--- config.mk ---
export PLATFORM = sky130hd
export DESIGN_NAME = branch_unit_top
export DESIGN_NICKNAME = d
export VERILOG_FILES = /design/src/hdl/bru_cfg_pkg.sv /design/src/hdl/bru_types_pkg.sv /design/src/hdl/branch_decoder.sv /design/src/hdl/exu_bru.sv /design/src/hdl/redirect_unit.sv /design/src/hdl/branch_unit_top.sv
export SDC_FILE = /design/constraint.sdc
export NUM_CORES = 1
export LEC_CHECK = 0
export ABC_AREA = 0
export BUFFER_PORTS_ARGS = -buffer_cell sky130_fd_sc_hd__buf_4
export CELL_PAD_IN_SITES_DETAIL_PLACEMENT = 1
export CELL_PAD_IN_SITES_GLOBAL_PLACEMENT = 1
export CORE_ASPECT_RATIO = 1.4
export CORE_UTILIZATION = 30
export CTS_CLUSTER_DIAMETER = 120
export DETAILED_ROUTE_END_ITERATION = 16
export PLACE_DENSITY = 0.77
export SYNTH_ARGS = -nofsm -noshare
export SYNTH_HDL_FRONTEND = slang
export SYNTH_SLANG_ARGS = --single-unit
--- constraint.sdc ---
create_clock -name clk -period 16.2 [get_ports clk]
set_clock_uncertainty 0.2 [all_clocks]
set_input_delay 0.81 -clock clk [delete_from_list [all_inputs] [get_ports clk]]
set_output_delay 0.81 -clock clk [all_outputs]
set_load 0.02 [all_outputs]
--- src/hdl/bru_cfg_pkg.sv ---
// ~~~~~~~~~~~~~~~~~~~~
// rv32i width constants
// word, address and instruction vector types
// ~~~~~~~~~~~~~~~~~~~~

package bru_cfg_pkg;

    // fixed by the isa
    localparam int XLEN   = 32;  // data word width
    localparam int ADDR_W = 32;  // fetch address width
    localparam int ILEN   = 32;  // no compressed support

    // register file value, also compare and adder operand
    typedef logic [XLEN-1:0] word_t;

    // instruction address, pc and redirect targets
    typedef logic [ADDR_W-1:0] addr_t;

    // raw instruction word as issued
    typedef logic [ILEN-1:0] inst_t;

endpackage : bru_cfg_pkg

--- src/hdl/bru_types_pkg.sv ---
// ~~~~~~~~~~~~~~~~~~~~
// branch op flags, decoder request, resolution
// fetch redirect payload, redirect fsm states
// ~~~~~~~~~~~~~~~~~~~~

package bru_types_pkg;

    import bru_cfg_pkg::*;

    // one-hot-ish op flags out of the decoder
    typedef struct packed {
        logic jump;   // jal or jalr
        logic beq;
        logic bne;
        logic blt;
        logic bltu;
        logic bge;
        logic bgeu;
        logic jalr;   // only jalr, jump also set
        logic fence;  // flush and refetch pc+4
    } bjp_op_t;

    // decoder -> resolver
    typedef struct packed {
        logic    req;       // branch or jump opcode
        bjp_op_t op;
        word_t   op1;       // compare operands, rs1
        word_t   op2;       // rs2
        word_t   jump_op1;  // target adder inputs
        word_t   jump_op2;
        logic    is_pred;   // fetch guessed taken
        word_t   link;      // pc+4 for rd
    } bjp_req_t;

    // resolver -> redirect register
    typedef struct packed {
        logic  jump_flag;   // fetch must be redirected
        addr_t jump_addr;
        logic  misaligned;  // target not word aligned
        logic  is_link;     // jal/jalr writes rd
        word_t link;
    } bru_res_t;

    typedef struct packed {
        addr_t addr;
    } redirect_t;

    typedef enum logic {
        IDLE,  // nothing pending, issue open
        HOLD   // redirect waiting on fetch
    } redir_state_e;

endpackage : bru_types_pkg

--- src/hdl/branch_decoder.sv ---
// ~~~~~~~~~~~~~~~~~~~~
// rv32i control flow decoder
// op flags, operands, btfn static guess
// ~~~~~~~~~~~~~~~~~~~~

`timescale 1ns/1ps

module branch_decoder import bru_cfg_pkg::*, bru_types_pkg::*; (
    input  inst_t    inst_i,
    input  addr_t    pc_i,
    input  word_t    rs1_i,
    input  word_t    rs2_i,
    output bjp_req_t req_o
);

    // major opcodes we care about
    localparam logic [6:0] OPC_JAL    = 7'b1101111;
    localparam logic [6:0] OPC_JALR   = 7'b1100111;
    localparam logic [6:0] OPC_BRANCH = 7'b1100011;
    localparam logic [6:0] OPC_FENCE  = 7'b0001111;  // misc-mem, fence and fence.i

    logic [6:0] opcode;
    logic [2:0] funct3;
    word_t      imm_j;
    word_t      imm_b;
    word_t      imm_i;
    word_t      pc_plus4;
    logic       is_jal;
    logic       is_jalr;
    logic       is_branch;
    logic       is_fence;

    assign opcode = inst_i[6:0];
    assign funct3 = inst_i[14:12];

    // immediates, all sign extended from bit 31
    assign imm_j = {{12{inst_i[31]}}, inst_i[19:12], inst_i[20], inst_i[30:21], 1'b0};
    assign imm_b = {{20{inst_i[31]}}, inst_i[7], inst_i[30:25], inst_i[11:8], 1'b0};
    assign imm_i = {{20{inst_i[31]}}, inst_i[31:20]};

    assign pc_plus4 = pc_i + word_t'(4);

    assign is_jal    = (opcode == OPC_JAL);
    assign is_jalr   = (opcode == OPC_JALR) && (funct3 == 3'b000);
    assign is_branch = (opcode == OPC_BRANCH) && (funct3[2:1] != 2'b01);  // 010/011 reserved
    assign is_fence  = (opcode == OPC_FENCE);

    always_comb begin : decode
        req_o          = '0;
        req_o.req      = is_jal | is_jalr | is_branch;
        req_o.op1      = rs1_i;
        req_o.op2      = rs2_i;
        req_o.link     = pc_plus4;
        // btfn: backward branch assumed taken by fetch
        req_o.is_pred  = is_branch & imm_b[31];

        req_o.op.jump  = is_jal | is_jalr;
        req_o.op.jalr  = is_jalr;
        req_o.op.fence = is_fence;

        // branch flavours straight from funct3
        if (is_branch) begin
            case (funct3)
                3'b000:  req_o.op.beq  = 1'b1;
                3'b001:  req_o.op.bne  = 1'b1;
                3'b100:  req_o.op.blt  = 1'b1;
                3'b101:  req_o.op.bge  = 1'b1;
                3'b110:  req_o.op.bltu = 1'b1;
                3'b111:  req_o.op.bgeu = 1'b1;
                default: req_o.op.beq  = 1'b0;  // filtered above
            endcase
        end

        // target adder operands
        if (is_jalr) begin
            req_o.jump_op1 = rs1_i;      // rs1 + imm
            req_o.jump_op2 = imm_i;
        end else if (is_jal) begin
            req_o.jump_op1 = pc_i;
            req_o.jump_op2 = imm_j;
        end else if (is_branch) begin
            req_o.jump_op1 = pc_i;
            req_o.jump_op2 = imm_b;
        end else begin
            // fence and everything else, refetch next
            req_o.jump_op1 = pc_i;
            req_o.jump_op2 = word_t'(4);
        end
    end

endmodule : branch_decoder

--- src/hdl/exu_bru.sv ---
// ~~~~~~~~~~~~~~~~~~~~
// branch resolution, compare and target adder
// rollback, interrupt override, misalign check
// ~~~~~~~~~~~~~~~~~~~~

`timescale 1ns/1ps

module exu_bru import bru_cfg_pkg::*, bru_types_pkg::*; (
    input  bjp_req_t req_i,
    input  logic     int_assert_i,
    input  addr_t    int_addr_i,
    output bru_res_t res_o
);

    logic  op1_eq_op2;
    logic  op1_ge_op2_signed;
    logic  op1_ge_op2_unsigned;
    logic  branch_cond;
    logic  pred_rollback;
    word_t adder_op2;
    word_t adder_sum;
    addr_t target_addr;
    logic  jump_flag;
    logic  misaligned;

    // comparator, shared by all six branches
    assign op1_eq_op2          = (req_i.op1 == req_i.op2);
    assign op1_ge_op2_signed   = $signed(req_i.op1) >= $signed(req_i.op2);
    assign op1_ge_op2_unsigned = req_i.op1 >= req_i.op2;

    // taken, jumps count as always taken
    assign branch_cond = req_i.req & (
        (req_i.op.beq  &  op1_eq_op2)          |
        (req_i.op.bne  & ~op1_eq_op2)          |
        (req_i.op.blt  & ~op1_ge_op2_signed)   |
        (req_i.op.bge  &  op1_ge_op2_signed)   |
        (req_i.op.bltu & ~op1_ge_op2_unsigned) |
        (req_i.op.bgeu &  op1_ge_op2_unsigned) |
        req_i.op.jump
    );

    // fetch went backward but branch falls through
    assign pred_rollback = req_i.req & req_i.is_pred & ~branch_cond;

    // one adder, rollback turns it into pc+4
    assign adder_op2 = pred_rollback ? word_t'(4) : req_i.jump_op2;
    assign adder_sum = req_i.jump_op1 + adder_op2;

    // interrupt wins, jalr drops bit 0
    always_comb begin : target_sel
        if (int_assert_i) begin
            target_addr = int_addr_i;
        end else if (req_i.op.jalr) begin
            target_addr = {adder_sum[XLEN-1:1], 1'b0};
        end else begin
            target_addr = adder_sum;
        end
    end

    // correctly guessed taken branch needs nothing
    assign jump_flag = int_assert_i
                     | (branch_cond & ~req_i.is_pred)
                     | req_i.op.fence
                     | pred_rollback;

    // jump_flag already covers jal and jalr
    assign misaligned = (target_addr[1:0] != 2'b00) & jump_flag;

    assign res_o.jump_flag  = jump_flag & ~misaligned;  // exception replaces redirect
    assign res_o.jump_addr  = target_addr;
    assign res_o.misaligned = misaligned;
    // no rd write if the jump traps or is overridden
    assign res_o.is_link    = req_i.op.jump & ~int_assert_i & ~misaligned;
    assign res_o.link       = req_i.link;

endmodule : exu_bru

--- src/hdl/redirect_unit.sv ---
// ~~~~~~~~~~~~~~~~~~~~
// redirect register and idle/hold fsm
// exception and link pulses, issue gating
// ~~~~~~~~~~~~~~~~~~~~

`timescale 1ns/1ps

module redirect_unit import bru_cfg_pkg::*, bru_types_pkg::*; (
    input  logic      clk,
    input  logic      reset_i,
    input  logic      accept_i,
    input  bru_res_t  res_i,
    input  logic      redirect_ready_i,
    output logic      issue_ready_o,
    output logic      redirect_valid_o,
    output redirect_t redirect_o,
    output logic      misaligned_o,
    output addr_t     misaligned_addr_o,
    output logic      link_valid_o,
    output word_t     link_o
);

    redir_state_e state_q;
    redir_state_e state_d;
    logic         capture;          // resolution taken this edge
    logic         misaligned_q;
    logic         link_valid_q;
    addr_t        target_q;         // redirect or faulting address
    word_t        link_q;

    assign capture = accept_i & (state_q == IDLE);

    always_comb begin : next_state
        state_d = state_q;
        case (state_q)
            IDLE:    if (capture && res_i.jump_flag) state_d = HOLD;
            HOLD:    if (redirect_ready_i) state_d = IDLE;  // fetch took it
            default: state_d = IDLE;
        endcase
    end

    always_ff @(posedge clk) begin
        if (reset_i) begin
            state_q      <= IDLE;
            misaligned_q <= 1'b0;
            link_valid_q <= 1'b0;
        end else begin
            state_q      <= state_d;
            misaligned_q <= capture & res_i.misaligned;  // single cycle
            link_valid_q <= capture & res_i.is_link;
        end
    end

    // payload, frozen while holding
    always_ff @(posedge clk) begin
        if (capture) begin
            target_q <= res_i.jump_addr;
            link_q   <= res_i.link;
        end
    end

    assign issue_ready_o     = (state_q == IDLE);  // closed until redirect gone
    assign redirect_valid_o  = (state_q == HOLD);
    assign redirect_o.addr   = target_q;
    assign misaligned_o      = misaligned_q;
    assign misaligned_addr_o = target_q;
    assign link_valid_o      = link_valid_q;
    assign link_o            = link_q;

    // stalled redirect must not move or drop
    a_redirect_stable: assert property (@(posedge clk) disable iff (reset_i)
        redirect_valid_o && !redirect_ready_i |=> redirect_valid_o && $stable(redirect_o))
        else $error("redirect changed while fetch stalled");

    // a trap never comes with a redirect
    a_excl_misaligned: assert property (@(posedge clk) disable iff (reset_i)
        !(misaligned_o && redirect_valid_o))
        else $error("misaligned and redirect both high");

    a_reset_quiet: assert property (@(posedge clk)
        reset_i |=> !redirect_valid_o && !misaligned_o && !link_valid_o && issue_ready_o)
        else $error("outputs not quiet after reset");

endmodule : redirect_unit

--- src/hdl/branch_unit_top.sv ---
// ~~~~~~~~~~~~~~~~~~~~
// branch unit top, decoder to resolver
// to redirect register
// ~~~~~~~~~~~~~~~~~~~~

`timescale 1ns/1ps

module branch_unit_top import bru_cfg_pkg::*, bru_types_pkg::*; (
    input  logic      clk,
    input  logic      reset_i,
    // issue side
    input  logic      issue_valid_i,
    output logic      issue_ready_o,
    input  inst_t     issue_inst_i,
    input  addr_t     issue_pc_i,
    input  word_t     rs1_i,
    input  word_t     rs2_i,
    // external interrupt
    input  logic      int_assert_i,
    input  addr_t     int_addr_i,
    // fetch redirect
    output logic      redirect_valid_o,
    input  logic      redirect_ready_i,
    output redirect_t redirect_o,
    // exception and rd write
    output logic      misaligned_o,
    output addr_t     misaligned_addr_o,
    output logic      link_valid_o,
    output word_t     link_o
);

    bjp_req_t dec_req;
    bru_res_t bru_res;
    logic     accept;

    // handshake, an idle interrupt is taken on its own
    assign accept = issue_ready_o & (issue_valid_i | int_assert_i);

    branch_decoder u_decoder (
        .inst_i (issue_inst_i),
        .pc_i   (issue_pc_i),
        .rs1_i  (rs1_i),
        .rs2_i  (rs2_i),
        .req_o  (dec_req)
    );

    exu_bru u_bru (
        .req_i        (dec_req),
        .int_assert_i (int_assert_i),
        .int_addr_i   (int_addr_i),
        .res_o        (bru_res)
    );

    redirect_unit u_redirect (
        .clk               (clk),
        .reset_i           (reset_i),
        .accept_i          (accept),
        .res_i             (bru_res),
        .redirect_ready_i  (redirect_ready_i),
        .issue_ready_o     (issue_ready_o),
        .redirect_valid_o  (redirect_valid_o),
        .redirect_o        (redirect_o),
        .misaligned_o      (misaligned_o),
        .misaligned_addr_o (misaligned_addr_o),
        .link_valid_o      (link_valid_o),
        .link_o            (link_o)
    );

endmodule : branch_unit_top

==> flow_metrics.env, run 1 <==
export IMPL_cts_buffers=9
export IMPL_setup_violations=0
export IMPL_syn_area_per_cell_um2=9.021
export IMPL_multi_input_area_um2=3854
export IMPL_power_density_nw_per_um2=67.67
export IMPL_synth_xor_xnor_area_share=0.07064
export IMPL_initial_core_util=0.3076
export IMPL_crit_type="in -> reg"
export IMPL_synth_fa_ha_area_frac=0.1298
export IMPL_yosysWarnings=0
export IMPL_die_area_um2=21670
export IMPL_timing_slew_headroom=0.3584
export IMPL_track_usage=0.1980
export IMPL_p_leak_nw=4.023
export IMPL_rsz0062_at_grt="false"
export IMPL_drc=0
export IMPL_grt_pass1_vias=6329
export IMPL_regArea_um2=1982
export IMPL_endpoint_kind="flip-flop"
export IMPL_worst_slew_pin_slew_ns=0.9602
export IMPL_crit_slowest_cell="a2111oi_0"
export IMPL_hold_buffers=0
export IMPL_timing_final_hold_violations=0
export IMPL_drt_wirelength_per_cell_um=18.17
export IMPL_synth_area_leaders="edfxtp_1 30%, ha_1 13%, nand2_1 5.5%"
export IMPL_final_antenna_net_count=0
export IMPL_clock_sinks=67
export IMPL_io_buffers=264
export IMPL_arrival_ns=6.63
export IMPL_synth_main_ff_cell="edfxtp_1"
export IMPL_dr_pass1_iters=4
export IMPL_hpwlAfterDp_um=18150
export IMPL_grt_ovfl_total=0
export IMPL_synth_top_family_by_area="simple AND/OR/NAND/NOR gates"
export IMPL_synth_top_area_frac=0.3039
export IMPL_clk_latency_ns=0.34
export IMPL_cts_setup_buffers=0
export IMPL_h_tree_depth=3
export IMPL_fmaxAchievable_ghz=0.1510
export IMPL_wl_um=21660
export IMPL_min_period_ns=6.624
export IMPL_die_y_um=173.8
export IMPL_async_reset_ff_frac=0
export IMPL_cts_buffer_depth=2
export IMPL_cts_root_buf="clkbuf_16"
export IMPL_path_max_fanout=6
export IMPL_hold_path_class="reg -> reg"
export IMPL_synth_compound_area_share=0.1575
export IMPL_chipWidth_um=124.7
export IMPL_outcome="completed"
export IMPL_syn_inst=701
export IMPL_post_cts_resized=0
export IMPL_antennaDiodeCount=0
export IMPL_antenna_found_initial=0
export IMPL_drt_initial_drc_count=180
export IMPL_cts_tree="done"
export IMPL_rows=62
export IMPL_routed_via_density=5.023
export IMPL_syn_nets=931
export IMPL_synth_mux_area_frac=0.05837
export IMPL_path_clk_slew_ns=0.06
export IMPL_fin_nets=1161
export IMPL_startpoint_type="input port"
export IMPL_synth_edf_count=64
export IMPL_gp_congestion=0.8595
export IMPL_ir_worst_vdd_mv=0.03595
export IMPL_slowest_delay_ns=0.46
export IMPL_drv_cap=0
export IMPL_area_growth_pct=35.79
export IMPL_finalSetupTns_ns=0
export IMPL_drive_gt1_frac=0.3558
export IMPL_worstPathCellList="buf_4 -> ha_1 -> nand4_4 -> nor4_4 -> nand3_2 -> nor4bb_1 -> and4_4 -> nor4_4 -> nand3_2 -> nor2_1 -> nor2_1 -> and2_1 -> ha_1 -> a2111oi_0 -> o21ai_1 -> a21oi_2 -> a21oi_1 -> a31oi_1 -> a311oi_1 -> a2111oi_0 -> o21bai_1 -> or4_1 -> nand3_1"
export IMPL_final_area_um2=8587
export IMPL_worstPathRequired_ns=16.21
export IMPL_synthesis_area_um2=6324
export IMPL_crit_family="simple AND/OR/NAND/NOR gates"
export IMPL_synth_simple_area_share=0.1919
export IMPL_grt_max_degree=68
export IMPL_fin_crit_sh=0.4089
export IMPL_ys_types=68
export IMPL_maxSlewViolCount=0
export IMPL_core_area_um2=20560
export IMPL_ys_seq_elements=67
export IMPL_via_count=5987
export IMPL_layout_common_cells="266 x buf_4, 93 x nand2_1, 64 x ha_1, 64 x edfxtp_1, 52 x a21oi_1"
export IMPL_final_common_cell="buf_4"
export IMPL_cp_num_buf_inv=1
export IMPL_yosysTopAreaCell="edfxtp_1"
export IMPL_io_pins=265
export IMPL_yosysSeqAreaShare=0.3134
export IMPL_grt_pass1_wl_um=33310
export IMPL_n_fill_cell=2445
export IMPL_dpl_instance_area_um2=8322
==> sequential cells by signal (all words and copies together), names as in the netlist <==
| name | count |
|---|---|
| u_redirect.link_o | 32 |
| u_redirect.misaligned_o | 1 |
| u_redirect.redirect_valid_o | 1 |
| u_redirect.misaligned_addr_o | 32 |
| u_redirect.link_valid_o | 1 |
==> cell families after synthesis <==
family,Yosys count
muxes,33
and+or+nand+nor,234
xor gates and xnor gates,51
buffers and inverters,92
adders and majority gates,65
DFF,67
AOI/OAI and AO/OA,159
==> synthesized netlist by cell type (3+ instances only) <==
master	instances
or3_1	3
nand2_1	93
and4_1	3
a31oi_1	4
mux2_2	31
nor2b_1	4
a22oi_1	4
nand3b_1	3
xor2_1	16
xnor2_1	35
nand3_1	25
nor2_1	35
o211ai_1	4
or2_2	4
and2_1	12
a211oi_1	10
and3_1	7
o31ai_1	5
nand2b_1	4
ha_1	64
clkbuf_1	8
a21oi_1	52
nor3_1	9
o21ai_0	42
inv_1	45
dfxtp_1	3
nand4_1	11
a21boi_0	3
buf_4	33
a21o_1	11
edfxtp_1	64
o21bai_1	4
==> through the flow <==
step | instances | util | total power (W) | hold WS [ns] | setup WS, ns
2_1_floorplan | 701 | - | 0.0003192 | 0.4429 | 10.30
3_3_place_gp | 1176 | 0.4048 | 0.0003968 | 0.4092 | 9.416
3_5_place_dp | 1176 | 0.4048 | 0.0004002 | 0.4363 | 9.208
4_1_cts | 1192 | 0.4177 | 0.0005873 | 0.4423 | 9.525
5_1_grt | 1192 | 0.4177 | 0.0006057 | 0.4486 | 9.000
6_report | 1192 | 0.4177 | 0.0005811 | 0.4405 | 9.576
==> power breakdown <==
group,switching (W),internal [W]
Sequential,0.00000725,0.000210
Clock,0.0000795,0.000107
Combinational,0.0000955,0.0000818
Total,0.000182,0.000399
==> per-layer routing <==
metal  track usage  part of all wire
met3       0.03519             0.041
met1        0.2100              0.38
met2        0.3863              0.55
met4       0.06476             0.025
met5             0                 0
==> final timing paths <==
path | from | depth (start not counted) | endpoint | slack [ns]
setup / recovery | rs1_i[31] | 23 | u_redirect.misaligned_addr_o[31] | 9.58
setup reg to reg | u_redirect.redirect_valid_o | 2 | u_redirect.link_o[26] | 13.91
hold / removal | u_redirect.redirect_valid_o | 1 | u_redirect.redirect_valid_o | 0.44
hold reg to reg | u_redirect.redirect_valid_o | 1 | u_redirect.redirect_valid_o | 0.44
==> final cells by class <==
cell class	instances	share of cell area
multi-input combinational	542	0.4488
clock inverter	3	0.001749
inverter	45	0.01967
tap	256	0.03730
timing repair buffer	266	0.2326
clock buffer	13	0.02914
sequential	67	0.2308
==> worst reg2reg max path, stage by stage (launching register included) <==
cell	delay (ns)
dfxtp_1	0.37
nor2_4	0.76
buf_4	0.57
Power figures use the tool's default switching activity.
==> inputs of run 2 (changes only) <==
--- a/config.mk
+++ b/config.mk
@@ -13,7 +13,7 @@
 export CORE_UTILIZATION = 30
 export CTS_CLUSTER_DIAMETER = 120
 export DETAILED_ROUTE_END_ITERATION = 16
-export PLACE_DENSITY = 0.77
+export PLACE_DENSITY = 0.79
 export SYNTH_ARGS = -nofsm -noshare
 export SYNTH_HDL_FRONTEND = slang
 export SYNTH_SLANG_ARGS = --single-unit
==> constraint.sdc (replaced) <==
create_clock -name clk -period 5.8 [get_ports clk]
set_clock_uncertainty 0.2 [all_clocks]
set_input_delay 0.29 -clock clk [delete_from_list [all_inputs] [get_ports clk]]
set_output_delay 0.29 -clock clk [all_outputs]
set_load 0.02 [all_outputs]
==> flow_metrics.env, run 2 (synthesis gave the netlist of run 1 again) <==
export IMPL_outcome="completed"
export IMPL_fin_crit_sh=0.9488
export IMPL_grt_pass1_wl_um=34360
export IMPL_min_period_ns=5.503
export IMPL_p_leak_nw=4.173
export IMPL_finalSetupTns_ns=0
export IMPL_final_common_cell="buf_4"
export IMPL_core_area_um2=20560
export IMPL_drv_cap=0
export IMPL_gp_congestion=0.8847
export IMPL_die_y_um=173.8
export IMPL_setup_violations=0
export IMPL_drt_wirelength_per_cell_um=18.39
export IMPL_cts_tree="done"
export IMPL_timing_slew_headroom=0.3476
export IMPL_hpwlAfterDp_um=18810
export IMPL_power_density_nw_per_um2=183.2
export IMPL_io_pins=265
export IMPL_initial_core_util=0.3076
export IMPL_endpoint_kind="flip-flop"
export IMPL_via_count=6171
export IMPL_final_area_um2=8828
export IMPL_startpoint_type="input port"
export IMPL_cts_root_buf="clkbuf_16"
export IMPL_drt_initial_drc_count=204
export IMPL_track_usage=0.2049
export IMPL_crit_type="in -> reg"
export IMPL_dpl_instance_area_um2=8532
export IMPL_wl_um=22490
export IMPL_hold_path_class="in -> reg"
export IMPL_dr_pass1_iters=4
export IMPL_cts_buffers=9
export IMPL_drc=0
export IMPL_antenna_found_initial=1
export IMPL_io_buffers=264
export IMPL_arrival_ns=5.51
export IMPL_grt_ovfl_total=0
export IMPL_n_fill_cell=2460
export IMPL_multi_input_area_um2=3869
export IMPL_ir_worst_vdd_mv=0.1045
export IMPL_area_growth_pct=39.61
export IMPL_rows=62
export IMPL_worst_slew_pin_slew_ns=0.9762
export IMPL_layout_common_cells="295 x buf_4, 93 x nand2_1, 64 x ha_1, 64 x edfxtp_1, 51 x a21oi_1"
export IMPL_grt_max_degree=68
export IMPL_timing_final_hold_violations=0
export IMPL_die_area_um2=21670
export IMPL_path_clk_slew_ns=0.06
export IMPL_hold_ws_ns=0.02669
export IMPL_regArea_um2=1982
export IMPL_maxSlewViolCount=0
export IMPL_worstPathRequired_ns=5.81
export IMPL_path_max_fanout=8
export IMPL_clock_sinks=67
export IMPL_chipWidth_um=124.7
export IMPL_final_antenna_net_count=0
export IMPL_h_tree_depth=3
export IMPL_routed_via_density=5.046
export IMPL_grt_pass1_vias=6464
export IMPL_cts_buffer_depth=2
export IMPL_clk_latency_ns=0.34
export IMPL_drive_gt1_frac=0.3768
export IMPL_fin_nets=1192
export IMPL_fmaxAchievable_ghz=0.1817
run 2: path summary, 6_finish.rpt:
check / from / end / slack [ns] / cells after the start
worst max-delay path: rs1_i[27] / u_redirect.misaligned_addr_o[31] / 0.30 / 25
worst min-delay path: int_addr_i[12] / u_redirect.misaligned_addr_o[12] / 0.03 / 3
worst max register to register: u_redirect.redirect_valid_o / u_redirect.misaligned_addr_o[30] / 3.46 / 2
worst min register to register: u_redirect.redirect_valid_o / u_redirect.redirect_valid_o / 0.45 / 1
run 2: metrics by stage:
stage,std cells,utilization,setup WS [ns],total power (W)
after detailed placement,1204,0.4150,-0.1261,0.001130
after CTS,1221,0.4282,0.2285,0.001638
after floorplan,701,-,0.4226,0.0008915
after global placement,1204,0.4150,0.04760,0.001120
final,1223,0.4295,0.2972,0.001617
after global routing,1223,0.4295,-0.006447,0.001688
run 2: layout make-up:
type                            count  area share
Clock inverter                      4    0.002126
Multi-Input combinational cell    542      0.4382
Clock buffer                       11     0.02636
Tap cell                          256     0.03628
Antenna cell                        1   0.0002834
Sequential cell                    67      0.2245
Timing Repair Buffer              297      0.2531
Inverter                           45     0.01913
run 2: where the power goes:
group / internal, W / switching [W]
registers: 0.000586 / 0.0000214
logic: 0.000237 / 0.000272
clock network: 0.000284 / 0.000216
total: 0.00111 / 0.000510
run 2: what timing repair did:
action,CTS,global route
buffers inserted,0,1
endpoints found under the hold margin,2,0
hold buffers,2,0
gates resized for setup,0,4
endpoints found under the setup margin,0,2
run 2: critical path, stage by stage:
cell	delay, ns
buf_4	0.12
ha_1	0.32
nand4_2	0.19
nor3_1	0.23
a221o_2	0.18
nor3_2	0.06
buf_4	0.15
and4_1	0.22
nor4_4	0.37
nand3_2	0.13
or2_2	0.30
o21ai_1	0.11
buf_4	0.19
a21oi_1	0.05
ha_1	0.40
a21oi_2	0.20
a21oi_1	0.13
a211oi_1	0.27
a21oi_1	0.15
a31oi_1	0.25
a311oi_1	0.17
a2111oi_1	0.38
o21bai_1	0.15
or4_1	0.42
nand3_1	0.10
run 2: per-layer routing:
| layer | vias up | routed length (um) | global-route usage | part of all wire |
|---|---|---|---|---|
| met4 | 0 | 595 | 0.07430 | 0.026 |
| met1 | 2918 | 8143 | 0.2099 | 0.36 |
| met3 | 34 | 920 | 0.03179 | 0.041 |
| met5 | - | 0 | 0 | 0 |
| li1 | 3037 | - | - | - |
| met2 | 182 | 12830 | 0.4086 | 0.57 |
==> inputs of run 3 (changes only) <==
--- a/config.mk
+++ b/config.mk
@@ -7,13 +7,11 @@
 export LEC_CHECK = 0
 export ABC_AREA = 0
 export BUFFER_PORTS_ARGS = -buffer_cell sky130_fd_sc_hd__buf_4
-export CELL_PAD_IN_SITES_DETAIL_PLACEMENT = 1
-export CELL_PAD_IN_SITES_GLOBAL_PLACEMENT = 1
 export CORE_ASPECT_RATIO = 1.4
 export CORE_UTILIZATION = 30
 export CTS_CLUSTER_DIAMETER = 120
 export DETAILED_ROUTE_END_ITERATION = 16
-export PLACE_DENSITY = 0.79
+export PLACE_DENSITY = 0.62
 export SYNTH_ARGS = -nofsm -noshare
 export SYNTH_HDL_FRONTEND = slang
 export SYNTH_SLANG_ARGS = --single-unit
==> flow_metrics.env, run 3 (synthesis gave the netlist of run 1 again) <==
export IMPL_finalSetupTns_ns=0
export IMPL_outcome="completed"
export IMPL_fin_crit_sh=0.9447
export IMPL_grt_pass1_vias=6169
export IMPL_path_clk_slew_ns=0.07
export IMPL_final_core_util=0.4341
export IMPL_n_fill_cell=2085
export IMPL_cp_num_buf_inv=5
export IMPL_crit_type="in -> reg"
export IMPL_routed_via_density=4.912
export IMPL_cts_tree="done"
export IMPL_chipWidth_um=124.7
export IMPL_timing_final_hold_violations=0
export IMPL_place_ws_ns=-0.1208
export IMPL_grt_busiest_layer="met2"
export IMPL_grt_util_met2=0.3656
export IMPL_antennaDiodeCount=0
export IMPL_maxSlewViolCount=0
export IMPL_layout_common_cells="305 x buf_4, 92 x nand2_1, 64 x ha_1, 64 x edfxtp_1, 51 x a21oi_1"
export IMPL_cp_depth=26
export IMPL_hold_ws_ns=0.02370
export IMPL_p_leak_nw=4.216
export IMPL_grt_util_met1=0.2149
export IMPL_cts_buffers=9
export IMPL_timing_slew_headroom=0.1459
export IMPL_antenna_found_initial=0
export IMPL_area_growth_pct=41.14
export IMPL_arrival_ns=5.46
export IMPL_setup_violations=0
export IMPL_die_area_um2=21670
export IMPL_crit_slowest_cell="or3_2"
export IMPL_final_common_cell="buf_4"
export IMPL_path_max_fanout=6
export IMPL_reg2regPathDepth=2
export IMPL_die_y_um=173.8
export IMPL_startpoint_type="input port"
export IMPL_power_density_nw_per_um2=181.8
export IMPL_wl_um=20960
export IMPL_final_antenna_net_count=0
export IMPL_io_buffers=264
export IMPL_rows=62
export IMPL_grt_pass1_wl_um=32560
export IMPL_layout_setup_ws_ns=0.3207
export IMPL_drt_wirelength_per_cell_um=17.00
export IMPL_slowest_delay_ns=0.43
export IMPL_use_met3=0.02500
export IMPL_clock_sinks=67
export IMPL_fmaxAchievable_ghz=0.1825
export IMPL_multi_input_area_um2=3882
export IMPL_finalPower_w=0.001623
export IMPL_h_tree_depth=3
export IMPL_dr_pass1_iters=4
export IMPL_hold_path_class="in -> reg"
export IMPL_regArea_um2=1982
export IMPL_cts_buffer_depth=2
export IMPL_drv_cap=0
export IMPL_drc=0
export IMPL_worstPathRequired_ns=5.78
export IMPL_track_usage=0.1932
export IMPL_hpwlAfterDp_um=17300
export IMPL_gp_congestion=0.8210
export IMPL_initial_core_util=0.3076
export IMPL_grt_max_degree=68
export IMPL_min_period_ns=5.479
export IMPL_drt_initial_drc_count=201
export IMPL_core_area_um2=20560
export IMPL_crit_family="simple AND/OR/NAND/NOR gates"
export IMPL_cpMostUsedCell="buf_4"
export IMPL_io_pins=265
export IMPL_cts_root_buf="clkbuf_16"
export IMPL_grt_ovfl_total=0
export IMPL_ir_worst_vdd_mv=0.1185
export IMPL_fin_nets=1202
export IMPL_worst_slew_pin_slew_ns=1.278
export IMPL_via_count=6056
export IMPL_endpoint_kind="flip-flop"
export IMPL_hold_depth=3
export IMPL_drive_gt1_frac=0.3869
export IMPL_clk_latency_ns=0.33
## run 3: tightest hold or removal path: cells and delay by family
kind	cells	cell delay, ns
AOI/OAI and AO/OA	1	0.05
buffers and inverters	1	0.08
and+or+nand+nor	1	0.04
## run 3: worst paths after layout
path                                from                                to  slack [ns]
max                            rs1_i[30]  u_redirect.misaligned_addr_o[30]        0.32
max reg2reg  u_redirect.redirect_valid_o  u_redirect.misaligned_addr_o[11]        3.34
min reg2reg  u_redirect.redirect_valid_o       u_redirect.redirect_valid_o        0.42
min                        int_addr_i[6]   u_redirect.misaligned_addr_o[6]        0.02
## run 3: layer usage
metal  wire (um)  vias to the layer above
met2       11200                      172
met3         793                       33
met5           0                        -
met4         624                        0
met1        8341                     2791
li1            -                     3060
## run 3: area by class of cell
class / instances / area share
tap: 256 / 0.03589
clock buffer: 10 / 0.02566
clock inverter: 6 / 0.003645
multi-input combinational: 542 / 0.4350
timing repair buffer: 307 / 0.2588
inverter: 45 / 0.01893
sequential: 67 / 0.2221
## run 3: repair_timing
item / 4_1_cts / 5_1_grt
gates resized for setup: 0 / 7
hold buffers: 2 / 0
setup endpoints to repair: 0 / 2
setup buffers: 0 / 1
endpoints found under the hold margin: 2 / 0
## run 3: report_power, final
part / internal (W) / switching [W] / leakage (nW) / total [W]
clock: 0.000285 / 0.000225 / 0.123 / 0.000510
sequential: 0.000586 / 0.0000219 / 0.677 / 0.000608
combinational: 0.000240 / 0.000265 / 3.42 / 0.000505
## run 3: stage by stage
stage          cells  area [um2]
2_1_floorplan    701        6324
3_3_place_gp    1214        8610
3_5_place_dp    1214        8610
4_1_cts         1232        8891
5_1_grt         1233        8925
6_report        1233        8925
